File: src/design/logger_config.svh
`ifndef LOGGER_CONFIG_SVH
`define LOGGER_CONFIG_SVH

// Watched signal, compared against the previous enabled sample
`define LOG_SIG_WIDTH 16

// Context bits, carried along but never compared
`define LOG_CTX_WIDTH 16

// One record holds the context above the signal
`define LOG_REC_WIDTH (`LOG_CTX_WIDTH + `LOG_SIG_WIDTH)

// Record FIFO entries
`define LOG_FIFO_DEPTH 16

// Records per packet, the last one carries the end-of-packet flag
`define LOG_PACKET_SIZE 8

// Output stream beat width
`define LOG_BYTE_WIDTH 8

`endif
File: src/design/logger_pkg.sv
`include "logger_config.svh"

package logger_pkg;

  // Raw sample of the watched signal
  typedef logic [`LOG_SIG_WIDTH-1:0] sig_t;

  // Context bits captured next to each sample
  typedef logic [`LOG_CTX_WIDTH-1:0] ctx_t;

  // Position of a record inside its packet
  typedef logic [$clog2(`LOG_PACKET_SIZE)-1:0] pkt_count_t;

  // Captured record, context in the upper half
  typedef struct packed {
    ctx_t ctx;
    sig_t sig;
  } record_t;

endpackage

File: src/design/stream_pkg.sv
`include "logger_config.svh"

package stream_pkg;

  import logger_pkg::*;

  typedef logic [`LOG_BYTE_WIDTH-1:0] byte_t;

  // Record side of the stream, one record per beat
  typedef struct packed {
    record_t rec;
    logic    last;  // End of packet
  } rec_beat_t;

  // Byte side of the stream
  typedef struct packed {
    byte_t data;
    logic  last;  // Only on the final byte of a packet
  } byte_beat_t;

endpackage

File: src/design/change_logger.sv
`timescale 1ns/1ps
`include "logger_config.svh"

module change_logger (
  input  logic                             clock,
  input  logic                             reset,
  input  logic                             enable_i,
  input  logic [`LOG_SIG_WIDTH-1:0]        sig_i,
  input  logic [`LOG_CTX_WIDTH-1:0]        ctx_i,
  output logic [$clog2(`LOG_FIFO_DEPTH):0] level_o,
  output logic                             dropped_o,
  output logic                             m_valid_o,
  input  logic                             m_ready_i,
  output logic [`LOG_BYTE_WIDTH-1:0]       m_data_o,
  output logic                             m_last_o
);

  import stream_pkg::*;

  rec_beat_t  cap_beat;
  rec_beat_t  fifo_beat;
  byte_beat_t out_beat;
  logic       cap_valid;
  logic       cap_ready;
  logic       fifo_valid;
  logic       fifo_ready;

  change_capture u_capture (
    .clock       (clock),
    .reset       (reset),
    .enable_i    (enable_i),
    .sig_i       (sig_i),
    .ctx_i       (ctx_i),
    .rec_valid_o (cap_valid),
    .rec_ready_i (cap_ready),
    .rec_o       (cap_beat),
    .dropped_o   (dropped_o)
  );

  stream_fifo #(
    .payload_t (rec_beat_t),
    .DEPTH     (`LOG_FIFO_DEPTH)
  ) u_fifo (
    .clock      (clock),
    .reset      (reset),
    .wr_valid_i (cap_valid),
    .wr_ready_o (cap_ready),
    .wr_data_i  (cap_beat),
    .rd_valid_o (fifo_valid),
    .rd_ready_i (fifo_ready),
    .rd_data_o  (fifo_beat),
    .level_o    (level_o)    // Occupancy status
  );

  width_downsizer u_downsizer (
    .clock     (clock),
    .reset     (reset),
    .s_valid_i (fifo_valid),
    .s_ready_o (fifo_ready),
    .s_beat_i  (fifo_beat),
    .m_valid_o (m_valid_o),
    .m_ready_i (m_ready_i),
    .m_beat_o  (out_beat)
  );

  assign m_data_o = out_beat.data;
  assign m_last_o = out_beat.last;

endmodule

File: src/design/width_downsizer.sv
`timescale 1ns/1ps
`include "logger_config.svh"

module width_downsizer (
  input  logic                   clock,
  input  logic                   reset,
  input  logic                   s_valid_i,
  output logic                   s_ready_o,
  input  stream_pkg::rec_beat_t  s_beat_i,
  output logic                   m_valid_o,
  input  logic                   m_ready_i,
  output stream_pkg::byte_beat_t m_beat_o
);

  localparam int NUM_BYTES = `LOG_REC_WIDTH / `LOG_BYTE_WIDTH;
  localparam int IDX_W     = $clog2(NUM_BYTES);

  logic [`LOG_REC_WIDTH-1:0] shift_q;  // Next byte to send sits at the bottom
  logic                      last_q;
  logic                      full_q;
  logic [IDX_W-1:0]          idx_q;
  logic                      final_byte;
  logic                      take;
  logic                      send;

  assign final_byte = (idx_q == IDX_W'(NUM_BYTES - 1));
  assign send       = full_q && m_ready_i;

  // Reload on the final byte's transfer keeps the output free of gaps
  assign s_ready_o  = !full_q || (m_ready_i && final_byte);
  assign take       = s_valid_i && s_ready_o;

  always_ff @(posedge clock) begin
    if (reset) begin
      full_q <= 1'b0;
      idx_q  <= '0;
    end else if (take) begin
      full_q <= 1'b1;
      idx_q  <= '0;
    end else if (send) begin
      idx_q <= idx_q + 1'b1;
      if (final_byte) full_q <= 1'b0;
    end
  end

  always_ff @(posedge clock) begin
    if (take) begin
      shift_q <= s_beat_i.rec;
      last_q  <= s_beat_i.last;
    end else if (send) begin
      shift_q <= shift_q >> `LOG_BYTE_WIDTH;  // Least significant byte first
    end
  end

  assign m_valid_o     = full_q;
  assign m_beat_o.data = shift_q[`LOG_BYTE_WIDTH-1:0];
  assign m_beat_o.last = last_q && final_byte;  // Packet end on byte 3 only

endmodule

File: src/design/stream_fifo.sv
`timescale 1ns/1ps

module stream_fifo #(
  parameter type payload_t = logic,
  parameter int  DEPTH     = 16
) (
  input  logic                     clock,
  input  logic                     reset,
  input  logic                     wr_valid_i,
  output logic                     wr_ready_o,
  input  payload_t                 wr_data_i,
  output logic                     rd_valid_o,
  input  logic                     rd_ready_i,
  output payload_t                 rd_data_o,
  output logic [$clog2(DEPTH):0]   level_o
);

  localparam int PTR_W = (DEPTH > 1) ? $clog2(DEPTH) : 1;
  localparam int LVL_W = $clog2(DEPTH) + 1;

  payload_t               mem [DEPTH];
  logic [PTR_W-1:0]       wr_ptr_q;
  logic [PTR_W-1:0]       rd_ptr_q;
  logic [LVL_W-1:0]       count_q;
  logic                   wr_en;
  logic                   rd_en;

  // Wraps explicitly so DEPTH need not be a power of two
  function automatic logic [PTR_W-1:0] next_ptr(input logic [PTR_W-1:0] ptr);
    logic [PTR_W-1:0] nxt;
    if (ptr == PTR_W'(DEPTH - 1)) begin
      nxt = '0;
    end else begin
      nxt = ptr + 1'b1;
    end
    return nxt;
  endfunction

  assign wr_ready_o = (count_q != LVL_W'(DEPTH));  // Low only when full
  assign rd_valid_o = (count_q != '0);
  assign wr_en      = wr_valid_i && wr_ready_o;
  assign rd_en      = rd_valid_o && rd_ready_i;

  always_ff @(posedge clock) begin
    if (reset) begin
      wr_ptr_q <= '0;
      rd_ptr_q <= '0;
      count_q  <= '0;
    end else begin
      if (wr_en) wr_ptr_q <= next_ptr(wr_ptr_q);
      if (rd_en) rd_ptr_q <= next_ptr(rd_ptr_q);

      // Simultaneous read and write leaves the count unchanged
      if (wr_en && !rd_en) begin
        count_q <= count_q + 1'b1;
      end else if (rd_en && !wr_en) begin
        count_q <= count_q - 1'b1;
      end
    end
  end

  always_ff @(posedge clock) begin
    if (wr_en) mem[wr_ptr_q] <= wr_data_i;
  end

  // Head entry comes straight from the storage registers
  assign rd_data_o = mem[rd_ptr_q];
  assign level_o   = count_q;

endmodule

File: src/design/change_capture.sv
`timescale 1ns/1ps
`include "logger_config.svh"

module change_capture (
  input  logic                      clock,
  input  logic                      reset,
  input  logic                      enable_i,
  input  logic [`LOG_SIG_WIDTH-1:0] sig_i,
  input  logic [`LOG_CTX_WIDTH-1:0] ctx_i,
  output logic                      rec_valid_o,
  input  logic                      rec_ready_i,
  output stream_pkg::rec_beat_t     rec_o,
  output logic                      dropped_o
);

  import logger_pkg::*;
  import stream_pkg::*;

  sig_t       prev_q;
  pkt_count_t count_q;
  record_t    rec_d;
  logic       valid_q;
  logic       dropped_q;
  logic       event_d;
  logic       load_d;
  logic       last_d;

  assign event_d = enable_i && (sig_i != prev_q);
  // Register is free when empty or handing its record over on this edge
  assign load_d  = event_d && (!valid_q || rec_ready_i);
  assign last_d  = (count_q == pkt_count_t'(`LOG_PACKET_SIZE - 1));

  assign rec_d.ctx = ctx_i;
  assign rec_d.sig = sig_i;

  always_ff @(posedge clock) begin
    if (reset) begin
      prev_q    <= '0;
      count_q   <= '0;
      valid_q   <= 1'b0;
      dropped_q <= 1'b0;
    end else begin
      if (enable_i) prev_q <= sig_i;  // Every enabled sample, changed or not
      if (load_d) begin
        valid_q <= 1'b1;
        count_q <= last_d ? '0 : count_q + 1'b1;
      end else if (rec_ready_i) begin
        valid_q <= 1'b0;
      end
      dropped_q <= event_d && !load_d;  // Only loaded records count
    end
  end

  always_ff @(posedge clock) begin
    if (load_d) begin
      rec_o.rec  <= rec_d;
      rec_o.last <= last_d;
    end
  end

  assign rec_valid_o = valid_q;
  assign dropped_o   = dropped_q;

endmodule

File: config.mk
export PLATFORM = sky130hd
export DESIGN_NAME = change_logger
export DESIGN_NICKNAME = d
export VERILOG_FILES = /design/src/design/logger_pkg.sv /design/src/design/stream_pkg.sv /design/src/design/change_logger.sv /design/src/design/width_downsizer.sv /design/src/design/stream_fifo.sv /design/src/design/change_capture.sv
export VERILOG_INCLUDE_DIRS = /design/src /design/src/design
export SDC_FILE = /design/constraint.sdc
export NUM_CORES = 1
export LEC_CHECK = 0
export BUFFER_PORTS_ARGS = -buffer_cell sky130_fd_sc_hd__buf_2
export CORE_ASPECT_RATIO = 1.4
export CORE_MARGIN = 2
export CORE_UTILIZATION = 40
export DETAILED_ROUTE_END_ITERATION = 7
export GPL_TIMING_DRIVEN = 0
export HOLD_SLACK_MARGIN = 0.15
export PLACE_DENSITY_LB_ADDON = 0.08
export SLEW_MARGIN = 20
export SYNTH_ARGS = -nofsm -noshare
export SYNTH_HDL_FRONTEND = slang
export SYNTH_HIERARCHICAL = 1
export SYNTH_SLANG_ARGS = --single-unit
File: constraint.sdc
create_clock -name clock -period 6.7 [get_ports clock]
set_input_delay 0.335 -clock clock [delete_from_list [all_inputs] [get_ports clock]]
set_output_delay 0.335 -clock clock [all_outputs]
set_load 0.05 [all_outputs]
==> Yosys cells after proc, flatten, opt, wreduce, memory -nomap -nowiden <==
Memory sizes are Yosys's and may differ from the RTL's. A register that Yosys moved wholly into a read port is not among the register bits.
Index checks and enable logic that the tools add are counted.
{ "classes": {"muxes": 16, "addsub": 6, "eq_ne": 6, "n_reduce_logical": 24} }
{ "ops": {"columns": ["op", "n"], "rows": [
  ["2-to-1 mux 32 bit", 2],
  ["2-to-1 mux 4 bit", 4],
  ["inequality test 16 bit", 1],
  ["logical AND 1 bit", 10],
  ["2-to-1 mux 5 bit", 2],
  ["adder 4 x 1 -> 4 bit (second input constant)", 2],
  ["equality test 4 bit (second input constant)", 2],
  ["nonzero test 2 bit", 4],
  ["2-to-1 mux 1 bit", 7],
  ["adder 5 x 1 -> 5 bit (second input constant)", 1],
  ["logical NOT 1 bit", 5],
  ["inequality test 5 bit (second input constant)", 1],
  ["nonzero test 5 bit", 1],
  ["subtractor 5 x 1 -> 5 bit (second input constant)", 1],
  ["adder 3 x 1 -> 3 bit (second input constant)", 1],
  ["equality test 3 bit (second input constant)", 1],
  ["2-to-1 mux 3 bit", 1],
  ["adder 2 x 1 -> 2 bit (second input constant)", 1],
  ["equality test 2 bit (second input constant)", 1],
  ["logical OR 1 bit", 2],
  ["AND reduction 2 bit", 1],
  ["OR reduction 2 bit", 1]
]} }
{ "word_totals": {"mem_bits_rw": 528, "in_bits": 36, "reg_bits": 103, "n_memories": 1} }
{ "mem_list": {"columns": ["name", "words", "width", "rd", "rd_ports_with_merged_regs", "wr", "line", "text"], "rows": [
  ["u_fifo.mem", 16, 33, 1, 1, 1, "stream_fifo.sv:21", "payload_t mem [DEPTH];"]
]} }

==> Longest topological paths before layout <==
{ "logic_depth": {"depth_word": 7, "ltp_mapped": 12, "mapped_depth_nobuf": 11} }

==> Modules after synthesis <==
Netlist, hierarchy kept.
{ "by_module_without_submodules": {"columns": ["mod", "cells_each", "seq_area_each_um2", "area_per_inst_um2", "n_inst"], "rows": [
  ["stream_fifo", 921, 16195.5, 20651.1, 1],
  ["change_capture", 127, 1411.4, 1953.1, 1],
  ["width_downsizer", 154, 1051.0, 1834.3, 1]
]} }

==> Least setup slack after synthesis <==
Ideal clock, no wire load.
{ "synth_timing": {"path_type": "reg2reg", "from": "register u_fifo.count_q[0], in the netlist u_fifo/level_o[0]", "to": "memory u_fifo/mem[1][0] (netlist name) (enable)", "path_buffers": 1, "t_arrival_ns": 4.687, "period_less_slack_ns": 5.205, "setup_slack_ns": 1.495, "stages_incl_launch_ff": 5, "setup_ns": 0.518, "path_cell_list": "dfxtp_1 or4_1 buf_2 o21ai_4 nor4b_1"} }
{ "synth_via": {"elab_chain_cells": 4} }
{ "synth_lines": {"columns": ["element", "line", "text"], "rows": [
  ["start, declared", "stream_fifo.sv:24", "logic [LVL_W-1:0] count_q;"],
  ["start signal, assigned", "stream_fifo.sv:55", "count_q <= count_q + 1'b1;"],
  ["start signal, assigned", "stream_fifo.sv:57", "count_q <= count_q - 1'b1;"],
  ["inequality test 5 bit", "stream_fifo.sv:39", "assign wr_ready_o = (count_q != LVL_W'(DEPTH));"],
  ["logical AND 1 bit", "stream_fifo.sv:41", "assign wr_en = wr_valid_i && wr_ready_o;"],
  ["2-to-1 mux 1 bit", "stream_fifo.sv:63", "if (wr_en) mem[wr_ptr_q] <= wr_data_i;"],
  ["2-to-1 mux 1 bit (implied by the code)", "stream_fifo.sv:63", null],
  ["end, declared", "stream_fifo.sv:21", null]
]} }
No other way between the ends.

==> qor.yml <==
cts:
  ctsResizeCount: 0
  clock-root-buffer: "clkbuf_16"
  numCtsBuffers: 61
  htree_levels: 2
  clockBufferDepth: 3
  clkTransAtPathRegs_ns: 0.07
  post-cts-setup-buffer-count: 0
  clock_latency_ns: 0.62
  cts_tree: "built"
  cts_sinks: 635
worst_setup_path:
  arrival_ns: 3.54
  path_max_fanout: 10
  cp-end-kind: "flop"
  reg2regPathDepth: 8
  worstPathRequired_ns: 7.05
  critPathLaunchType: "flop"
  cp-endpoint: "u_downsizer/shift_q[16]"
  reg2reg_to: "u_downsizer/shift_q[16]"
  worstSetupPathType: "flop to flop"
  regToRegSetupSlack_ns: 3.51
place:
  pre_cts_ws_ns: 3.48
  gp_congestion: 0.758
  place_area_sq_um: 26100
  port_buffers: 49
  dp_hpwl_um: 36900
yosys:
  synth_area_leaders: "edfxtp_1 73%, mux4_2 12%, dfxtp_1 3.4%, a22oi_1 2.0%, nand2_1 1.0%"
  synth_area_leader_cell: "edfxtp_1"
  syn_nets: 1251
  syn_area_per_cell_sq_um: 20.3
  synth_edf_count: 594
  yosysSeqAreaShare_pct: 76.3
  yosysUniqueCellTypes: 52
  synthesis.area_sq_um: 24400
  yosys.cell_count.top_type: "edfxtp_1"
  ys.flop_type: "edfxtp_1"
  ys_warn_count: 6
  async_flop_share_pct: 0
  synth.ff_latch_count: 635
  synthCells: 1202
  yosysTopAreaCellShare_pct: 73.0
  synth_common_cells: "594 x edfxtp_1, 132 x mux4_2, 66 x a22oi_1"
timing:
  finalHoldViolations: 0
  worst_pin_slew_ns: 1.01
  finClkSkew_ns: 0.0176
  report.final.slew_viol_count: 0
  setup_viol: 0
  setup_tns_ns: 0
  setup_slack_ns: 3.51
  period_share_pct: 47.6
  rsz0062_at_grt: "no"
  period_minus_slack_ns: 3.19
  fmax_mhz: 313
  relSlewSlack_pct: 32.6
cells_and_area:
  fillers: 5114
  finish.utilization_pct: 47.1
  num_antenna_cells: 0
  fin_area_sq_um: 28600
  final_nets: 1439
  syn2layout_area_growth_pct: 16.8
  drive_gt1_share_pct: 27.1
  multiInputGateArea_sq_um: 5330
  seqCellArea_sq_um: 18700
die:
  die_h_um: 296
  io_pins: 52
  die_x_um: 213
  dieArea_sq_um: 63100
  core_area_sq_um: 60600
  start_util_pct: 40.3
  num_rows: 107
grt:
  antenna_found_initial: 0
  gr-total-overflow: 0
  grt_pass1_wl_um: 87600
  grt_max_degree: 37
  grt_usage_pct: 19.7
  grt_pass1_vias: 12700
route:
  drt_first_pass_iters: 5
  drtAntennaViolNets: 0
  vias: 12100
  viasPerCell: 5.36
  drcViolationCount: 0
  wire_per_inst_um: 26.6
  drt_iter0_drc: 927
  wirelength_um: 60000
pwr:
  pwr-share-clk_pct: 33.6
  leakage_nw: 9.41
  seq_power_share_pct: 44.9
  p_sw_w: 0.00292
  ir_worst_vdd_mv: 0.220
  comb_power_share_pct: 21.5
  p_int_w: 0.00766
  switching_share_pct: 27.6
  power_density_nw_per_um2: 370
run_status:
  status: "complete, no violations"
worst_hold_path:
  hp-class: "input pin to flop"
run:
  cap_viol_max_count: 0
-- cells in the final DEF (no fill, tap or decap), drive strengths merged, types with 12 or more instances in the layout --
master       count
o32ai           24
mux2i           20
edfxtp         594
nor2            29
clkbuf         116
xnor2           17
inv             34
buf            132
clkinv          22
ha              12
mux4           132
dfxtp           41
dlygate4sd3     35
nand2           65
and2            15
a22oi           66
-- metrics by stage --
stage,instances,hold WS (ns),power [W]
final,2259,0.373,0.0106
after global routing,2259,0.388,0.0110
after CTS,2259,0.351,0.0107
after detailed placement,2109,0.475,0.00714
after global placement,2068,0.464,0.00712
after floorplan,1202,0.401,0.00643
-- final cells by class --
cell class / instances / area share (%)
Buffer: 76 / 1.37
Clock buffer: 82 / 6.16
Clock inverter: 33 / 1.11
Inverter: 32 / 0.429
Multi-Input combinational cell: 459 / 18.6
Sequential cell: 635 / 65.3
Tap cell: 817 / 3.58
Timing Repair Buffer: 125 / 3.36
-- sequential cells by signal, indices dropped and copies added (netlist names), 2 cells and up, named ones only --
name,count
u_capture/rec_o,33
u_downsizer/idx_q,2
u_fifo/rd_ptr_q,4
u_fifo/level_o,5
u_downsizer/shift_q,32
u_capture/count_q,3
u_capture/prev_q,16
u_fifo/mem,528
u_fifo/wr_ptr_q,4
-- cell families after synthesis --
kind of cell    after synthesis  synth area share (%)
mux                         154                  13.1
compound gates              120                  4.04
flops                       635                  76.3
xor+xnor                     20                 0.717
buf+inv                     108                  2.09
simple gates                152                  3.01
fa+ha+maj                    13                 0.696
-- worst min-delay path by stage --
stage | cells past startpoint | to | startpoint | slack, ns
detailed placement | 2 | u_capture/count_q[1] | u_capture/count_q[1] | 0.47
global route | 3 | u_capture/prev_q[2] | enable_i | 0.39
finish | 3 | u_capture/prev_q[2] | enable_i | 0.37
global placement | 2 | u_capture/count_q[2] | u_capture/count_q[2] | 0.46
CTS | 3 | u_capture/prev_q[2] | enable_i | 0.35
floorplan | 1 | u_downsizer/idx_q[0] | reset | 0.40
-- power groups by stage --
stage | Sequential (W) | Combinational, W | Clock [W]
floorplan | 0.00482 | 0.00161 | 0
global placement | 0.00484 | 0.00228 | 0
detailed placement | 0.00484 | 0.00230 | 0
CTS | 0.00475 | 0.00232 | 0.00365
global route | 0.00477 | 0.00247 | 0.00380
finish | 0.00475 | 0.00228 | 0.00355
-- repair_timing --
action / CTS / global route
hold buffers: 35 / 0
endpoints found under the hold margin: 53 / 0
endpoints found under the setup margin: 0 / 0
-- critical path, stage by stage (launching register included) --
cell      delay [ns]
dfxtp_1         0.31
buf_2           0.22
clkbuf_1        0.55
clkbuf_1        0.76
mux4_2          0.43
a22oi_1         0.21
nand2_1         0.21
nand2_1         0.14
o32ai_2         0.08
-- routing by layer --
layer,up-vias,global-route usage [%],wire length (um)
met5,-,0,0
met4,0,4.57,1060
met2,266,33.5,30400
li1,5278,-,-
met1,6495,26.8,25900
met3,67,2.91,2650
Note: power is estimated with default switching activity, not from simulation.
